===== config.mk =====
export PLATFORM = sky130hd
export DESIGN_NAME = mult_div
export DESIGN_NICKNAME = d
export VERILOG_FILES = /design/src/design/mdu_data_pkg.sv /design/src/design/mdu_op_pkg.sv /design/src/design/mdu_div.sv /design/src/design/mdu_hilo.sv /design/src/design/mdu_mult.sv /design/src/design/mult_div.sv
export VERILOG_INCLUDE_DIRS = /design/src /design/src/design
export SDC_FILE = /design/constraint.sdc
export NUM_CORES = 2
export LEC_CHECK = 0
export ABC_AREA = 1
export BUFFER_PORTS_ARGS = -buffer_cell sky130_fd_sc_hd__clkbuf_2
export CAP_MARGIN = 30
export CORE_UTILIZATION = 25
export CTS_CLUSTER_DIAMETER = 50
export DETAILED_ROUTE_END_ITERATION = 6
export GPL_ROUTABILITY_DRIVEN = 0
export GPL_TIMING_DRIVEN = 0
export SETUP_SLACK_MARGIN = 0.5
export SYNTH_ARGS = -nofsm -noshare
export SYNTH_HDL_FRONTEND = slang
export SYNTH_HIERARCHICAL = 1
export SYNTH_SLANG_ARGS = --single-unit

===== constraint.sdc =====
create_clock -name clk -period 9.7 [get_ports clk]
set_clock_uncertainty 0.1 [all_clocks]
set_input_delay 0.485 -clock clk [delete_from_list [all_inputs] [get_ports clk]]
set_output_delay 0.485 -clock clk [all_outputs]
set_load 0.01 [all_outputs]

===== src/design/mdu_config.svh =====
// multiply/divide unit configuration
`ifndef MDU_CONFIG_SVH
`define MDU_CONFIG_SVH

// data word width
`define MDU_XLEN 32

// shift-subtract steps of the divider, one per quotient bit
`define MDU_DIV_CYCLES 32

// cycles from mult start to product valid
`define MDU_MULT_LAT 2

`endif


===== src/design/mdu_data_pkg.sv =====
// mdu data types
`include "mdu_config.svh"

package mdu_data_pkg;

    // single data word
    typedef logic [`MDU_XLEN-1:0] word_t;

    // hi in the upper half, lo in the lower half
    typedef logic [2*`MDU_XLEN-1:0] dword_t;

    // bit 1 writes hi, bit 0 writes lo
    typedef logic [1:0] hilo_wen_t;

    localparam hilo_wen_t HILO_WEN_NONE = 2'b00;
    localparam hilo_wen_t HILO_WEN_LO   = 2'b01;
    localparam hilo_wen_t HILO_WEN_HI   = 2'b10;
    localparam hilo_wen_t HILO_WEN_BOTH = 2'b11;

endpackage


===== src/design/mdu_op_pkg.sv =====
// mdu operation encoding
package mdu_op_pkg;

    localparam int OP_NUM = 8;

    // one-hot operation strobe, at most one bit set
    typedef logic [OP_NUM-1:0] op_t;

    // bit positions inside op_t
    typedef enum int unsigned {
        OP_MULT  = 0,  // signed multiply
        OP_MULTU = 1,  // unsigned multiply
        OP_DIV   = 2,  // signed divide
        OP_DIVU  = 3,  // unsigned divide
        OP_MFHI  = 4,  // read hi
        OP_MFLO  = 5,  // read lo
        OP_MTHI  = 6,  // write hi from in0
        OP_MTLO  = 7   // write lo from in0
    } op_idx_e;

endpackage


===== src/design/mdu_div.sv =====
// iterative restoring divider
`timescale 1ns/1ps
`include "mdu_config.svh"

module mdu_div (
    input  logic                clk,
    input  logic                rst_n,
    input  logic                start,
    input  logic                is_signed,
    input  mdu_data_pkg::word_t dividend,
    input  mdu_data_pkg::word_t divisor,
    output mdu_data_pkg::word_t quotient,
    output mdu_data_pkg::word_t remainder,
    output logic                busy,
    output logic                done
);

    localparam int CNT_W = $clog2(`MDU_DIV_CYCLES);
    localparam logic [CNT_W-1:0] CNT_LAST = CNT_W'(`MDU_DIV_CYCLES - 1);

    logic                running;
    logic                done_q;
    logic [CNT_W-1:0]    cnt;

    logic                neg_dvd;
    logic                neg_dvs;
    mdu_data_pkg::word_t abs_dvd;
    mdu_data_pkg::word_t abs_dvs;

    mdu_data_pkg::word_t rem_q;    // partial remainder
    mdu_data_pkg::word_t quo_q;    // dividend bits shift out, quotient bits shift in
    mdu_data_pkg::word_t dvs_q;
    logic                neg_quo_q;
    logic                neg_rem_q;

    logic [`MDU_XLEN:0]  shifted;
    logic [`MDU_XLEN:0]  diff;

    // magnitudes of the operands
    assign neg_dvd = is_signed & dividend[`MDU_XLEN-1];
    assign neg_dvs = is_signed & divisor[`MDU_XLEN-1];
    assign abs_dvd = neg_dvd ? -dividend : dividend;  // 0x8000_0000 stays as unsigned
    assign abs_dvs = neg_dvs ? -divisor : divisor;

    // one restoring step
    assign shifted = {rem_q, quo_q[`MDU_XLEN-1]};
    assign diff    = shifted - {1'b0, dvs_q};

    always_ff @(posedge clk) begin
        if (!rst_n) begin
            running <= 1'b0;
            done_q  <= 1'b0;
            cnt     <= '0;
        end else begin
            done_q <= 1'b0;
            if (start) begin
                running <= 1'b1;
                cnt     <= '0;
            end else if (running) begin
                cnt <= cnt + 1'b1;
                if (cnt == CNT_LAST) begin
                    running <= 1'b0;
                    done_q  <= 1'b1;  // last step lands here
                end
            end
        end
    end

    always_ff @(posedge clk) begin
        if (start) begin
            rem_q     <= '0;
            quo_q     <= abs_dvd;
            dvs_q     <= abs_dvs;
            neg_quo_q <= neg_dvd ^ neg_dvs;
            neg_rem_q <= neg_dvd;  // remainder follows the dividend
        end else if (running) begin
            if (diff[`MDU_XLEN]) begin
                // borrow, restore
                rem_q <= shifted[`MDU_XLEN-1:0];
                quo_q <= {quo_q[`MDU_XLEN-2:0], 1'b0};
            end else begin
                rem_q <= diff[`MDU_XLEN-1:0];
                quo_q <= {quo_q[`MDU_XLEN-2:0], 1'b1};
            end
        end
    end

    // sign fix-up during the done cycle
    // a zero divisor never borrows, giving all-ones and the dividend back
    assign quotient  = neg_quo_q ? -quo_q : quo_q;
    assign remainder = neg_rem_q ? -rem_q : rem_q;

    assign busy = running | done_q;
    assign done = done_q;

endmodule


===== src/design/mdu_hilo.sv =====
// hi/lo register pair
`timescale 1ns/1ps
`include "mdu_config.svh"

module mdu_hilo (
    input  logic                     clk,
    input  logic                     rst_n,
    input  mdu_data_pkg::hilo_wen_t  wen,
    input  mdu_data_pkg::dword_t     wdata,
    output mdu_data_pkg::word_t      hi,
    output mdu_data_pkg::word_t      lo
);

    always_ff @(posedge clk) begin
        if (!rst_n) begin
            hi <= '0;
        end else if (wen[1]) begin
            hi <= wdata[2*`MDU_XLEN-1:`MDU_XLEN];
        end
    end

    always_ff @(posedge clk) begin
        if (!rst_n) begin
            lo <= '0;
        end else if (wen[0]) begin
            lo <= wdata[`MDU_XLEN-1:0];
        end
    end

endmodule


===== src/design/mdu_mult.sv =====
// pipelined 32x32 multiplier
`timescale 1ns/1ps
`include "mdu_config.svh"

module mdu_mult (
    input  logic                 clk,
    input  logic                 rst_n,
    input  logic                 start,
    input  logic                 is_signed,
    input  mdu_data_pkg::word_t  a,
    input  mdu_data_pkg::word_t  b,
    output mdu_data_pkg::dword_t product,
    output logic                 done
);

    // operands widened by one bit so one signed multiply covers both modes
    logic signed [`MDU_XLEN:0]     a_q;
    logic signed [`MDU_XLEN:0]     b_q;
    logic signed [2*`MDU_XLEN+1:0] full_prod;
    logic [`MDU_MULT_LAT-1:0]      vld_q;  // one bit per stage

    // stage one, capture sign-extended operands
    always_ff @(posedge clk) begin
        if (start) begin
            a_q <= {is_signed & a[`MDU_XLEN-1], a};
            b_q <= {is_signed & b[`MDU_XLEN-1], b};
        end
    end

    assign full_prod = a_q * b_q;

    // stage two, register the product
    always_ff @(posedge clk) begin
        if (vld_q[0]) begin
            product <= full_prod[2*`MDU_XLEN-1:0];  // upper two bits are sign copies
        end
    end

    always_ff @(posedge clk) begin
        if (!rst_n) begin
            vld_q <= '0;
        end else begin
            vld_q <= {vld_q[`MDU_MULT_LAT-2:0], start};
        end
    end

    assign done = vld_q[`MDU_MULT_LAT-1];

endmodule


===== src/design/mult_div.sv =====
// multiply/divide unit top
`timescale 1ns/1ps
`include "mdu_config.svh"

module mult_div (
    input  logic                clk,
    input  logic                rst_n,
    input  mdu_op_pkg::op_t     op,
    input  mdu_data_pkg::word_t in0,
    input  mdu_data_pkg::word_t in1,
    output mdu_data_pkg::word_t result,
    output logic                ready
);

    logic                     mult_start;
    logic                     mult_signed;
    logic                     div_start;
    logic                     div_signed;
    mdu_data_pkg::hilo_wen_t  mt_wen;

    mdu_data_pkg::dword_t     mult_prod;
    logic                     mult_done;
    mdu_data_pkg::word_t      div_quo;
    mdu_data_pkg::word_t      div_rem;
    logic                     div_busy;
    logic                     div_done;

    mdu_data_pkg::hilo_wen_t  hilo_wen;
    mdu_data_pkg::dword_t     hilo_wdata;
    mdu_data_pkg::word_t      hi;
    mdu_data_pkg::word_t      lo;

    logic                     busy_q;  // a mult or div is in flight

    // op decode
    assign mult_start  = op[mdu_op_pkg::OP_MULT] | op[mdu_op_pkg::OP_MULTU];
    assign mult_signed = op[mdu_op_pkg::OP_MULT];
    assign div_signed  = op[mdu_op_pkg::OP_DIV];
    // divider ignores a restart while it is still running
    assign div_start   = (op[mdu_op_pkg::OP_DIV] | op[mdu_op_pkg::OP_DIVU]) & ~div_busy;
    assign mt_wen      = {op[mdu_op_pkg::OP_MTHI], op[mdu_op_pkg::OP_MTLO]};

    mdu_mult u_mult (
        .clk       (clk),
        .rst_n     (rst_n),
        .start     (mult_start),
        .is_signed (mult_signed),
        .a         (in0),
        .b         (in1),
        .product   (mult_prod),
        .done      (mult_done)
    );

    mdu_div u_div (
        .clk       (clk),
        .rst_n     (rst_n),
        .start     (div_start),
        .is_signed (div_signed),
        .dividend  (in0),
        .divisor   (in1),
        .quotient  (div_quo),
        .remainder (div_rem),
        .busy      (div_busy),
        .done      (div_done)
    );

    // write source priority: mult, div, then mt
    always_comb begin
        if (mult_done) begin
            hilo_wen   = mdu_data_pkg::HILO_WEN_BOTH;
            hilo_wdata = mult_prod;
        end else if (div_done) begin
            hilo_wen   = mdu_data_pkg::HILO_WEN_BOTH;
            hilo_wdata = {div_rem, div_quo};  // hi = remainder
        end else begin
            hilo_wen   = mt_wen;
            hilo_wdata = {in0, in0};          // wen picks the half
        end
    end

    mdu_hilo u_hilo (
        .clk   (clk),
        .rst_n (rst_n),
        .wen   (hilo_wen),
        .wdata (hilo_wdata),
        .hi    (hi),
        .lo    (lo)
    );

    // ready trails busy by one cycle in both directions
    always_ff @(posedge clk) begin
        if (!rst_n) begin
            busy_q <= 1'b0;
            ready  <= 1'b0;
        end else begin
            if (busy_q) begin
                busy_q <= ~(mult_done | div_done);
            end else begin
                busy_q <= mult_start | div_start;
            end
            ready <= ~busy_q;
        end
    end

    assign result = op[mdu_op_pkg::OP_MFHI] ? hi : lo;

endmodule


==> out/summary.txt <==
TritonCTS Buffers: 46
FP Rows: 178
Multi-input gate area: 0.0415 mm^2
failing checks: DRC
# fillers: 25.7k
Max Fclk: 0.111 GHz
via/cell ratio: 4.53
global route overflow: 0
I/O Buffers: 104
Post-DRT Antenna Nets: 0
setup_tns: 0 ps
clock sink count: 303
syn nets: 9297
flops & latches, synth: 303
Critical Path Fanout Max: 10
Crit Reg-Reg Startpoint: u_mult/b_q[18]
DRC Markers: 4
Min Hold Slack: 38.9 ps
FF-to-FF setup slack: 710 ps
initial antenna violation count: 7
fin util: 28.0%
ANT cells: 0
worst skew pair latency: 640 ps
HPWL after detailed placement: 191000 um
Tightest Hold Check Type: in -> reg
vias in the first global route: 50.2k
min Tclk post-route: 8990 ps
router iterations before antenna repair: 7
RSZ-0062 raised after global routing: false
sequential share of the synthesized area: 13.5%
most frequent CP cell: fa_1
Worst Path Required: 9940 ps
CP peak stage delay: 920 ps
Storage cell area: 0.00803 mm^2
status: complete, but fails checks
Total GRT Usage: 18.8%
Final Max Tran Viols: 0
CP startpoint: u_mult/b_q[18]
nets: 9487
Tightest Pin Transition: 1170 ps
R2R cell count: 25
Most used DFF post-synth: edfxtp_1
CP max-delay cell: clkbuf_1
die height: 489 um
CTS tree: done
crit share post-route: 92.7%
Via Count: 50.8k
Clock Pin Slew Worst Setup and Hold Paths: 60 ps
EDFF count, synth: 196
largest net degree at the start of global routing: 38
Initial DRC Count: 5735
Worst Path Arrival: 9230 ps
die area: 0.239 mm^2
endpoints failing hold: 0
Die Wd: 489 um
Startpoint Class: register
critical path capture point type: register
layout cell share with drive strength beyond 1: 4.58%
Initial Util: 25.2%
WL final: 226000 um
final setup fails: 0
Max clock buf depth: 3
Crit Reg-Reg Endpoint: u_mult/product[63]
global-route wire length before repair: 330000 um
CP Capture Point: u_mult/product[63]
post-synthesis cell area: 0.0593 mm^2
drt wl/cell: 20.1 um
Root Driver: clkbuf_16
Max Cap Viol: 0
Avg Inst Size Synth: 7.55 um^2
CP Class: reg -> reg
core area: 0.235 mm^2
I/O pin total: 107
ys async rst share: 0%
Mapped Cells: 7847
H-tree lvl count: 2
Worst slew margin: 22.2%
area delta synth->final: 11.1%
Synth Warn #: 6
distinct cell type count after synthesis: 47
cell usage in the layout (no fill, tap or decap), types with 121 or more instances in the layout:
cell	instances
edfxtp_1	196
ha_1	250
fa_1	1122
o21ai_0	139
nand3_1	173
inv_1	2198
clkbuf_1	294
nor2_1	480
xor2_1	121
nand2_1	2257
metal layers:
metal	global-route usage, %	share of wire, %
met4	9.04	5.7
met5	0	0.010
met1	24.4	40
met3	6.16	13
met2	28.0	41
stage by stage:
step	instances	area, um^2	setup slack (ps)
6_report	11200	65900	713
4_1_cts	11200	65800	540
5_1_grt	11200	65900	467
3_3_place_gp	11100	63700	-277
3_5_place_dp	11100	64200	-159
2_1_floorplan	7847	59300	2170
critical path: cells and delay by family, from the launching register on:
family | cells | cell delay, ps
adders and majority gates | 9 | 4630
buffers and inverters | 7 | 1880
and+or+nand+nor | 7 | 1220
AOI/OAI and AO/OA | 2 | 520
DFF | 1 | 330
cell type report:
cell class	instances	share of cell area (%)
Buffer	347	2.34
Clock buffer	54	1.82
Clock inverter	31	0.513
Inverter	2206	12.6
Multi-Input combinational cell	4991	62.9
Sequential cell	303	12.2
Tap cell	3150	5.98
Timing Repair Buffer	142	1.65
synthesized netlist by cell type, types with 6 or more instances:
cell type	n	share of area [%]
clkbuf_1	293	1.9
or2_2	12	0.13
nand3_1	173	1.5
o21ai_0	139	1.2
xor2_1	121	1.8
nand2_1	2257	14
buf_6	22	0.42
inv_1	2201	14
a31oi_1	72	0.76
a21oi_2	6	0.089
buf_2	17	0.14
ha_1	250	5.3
nand2_2	16	0.17
a21oi_1	99	0.84
and2_1	6	0.063
nor2_2	23	0.24
o21bai_1	18	0.23
nor4_1	6	0.063
nor3_2	7	0.12
xnor2_1	38	0.56
nand4_1	41	0.43
buf_4	12	0.15
dfxtp_1	107	3.6
o21ai_1	8	0.068
nor3_1	46	0.39
nand3_2	11	0.19
nor2_1	481	3.0
edfxtp_1	196	9.9
fa_1	1126	38
cells by family after synthesis:
kind of cell,synth area share (%)
AOI/OAI and AO/OA,3.39
xor gates and xnor gates,2.35
and+or+nand+nor,20.9
adders and majority gates,43.3
buffers and inverters,16.6
DFF,13.5
repair_timing:
item	in CTS	in global routing
gates resized for setup	5	10
pin swaps	1	0
hold buffers	2	0
hold endpoints to repair	2	0
setup buffers	1	5
endpoints found under the setup margin	14	13
worst min path at each step:
stage	startpoint	cells after the start	endpoint	slack, ps
final	in1[2]	1	u_mult/b_q[2]	40
after global routing	in1[10]	1	u_mult/b_q[10]	30
after CTS	in1[2]	1	u_mult/b_q[2]	10
after detailed placement	u_div/cnt[3]	1	u_div/cnt[3]	330
after global placement	u_div/cnt[3]	1	u_div/cnt[3]	330
after floorplan	busy_q	1	ready	300
flip-flops by register name, summed over array words and instances, names as in the netlist, 2 cells and up:
| register | count |
|---|---|
| u_div/rem_q | 32 |
| u_div/dvs_q | 32 |
| u_hilo/lo | 32 |
| u_div/quo_q | 32 |
| u_mult/b_q | 33 |
| u_div/cnt | 5 |
| u_mult/a_q | 33 |
| u_mult/product | 64 |
| u_hilo/hi | 32 |
| u_mult/vld_q | 2 |
Power is left out: the tool's default activity adds up to more than one toggle a clock period on the data nets, which glitch-free logic cannot reach.
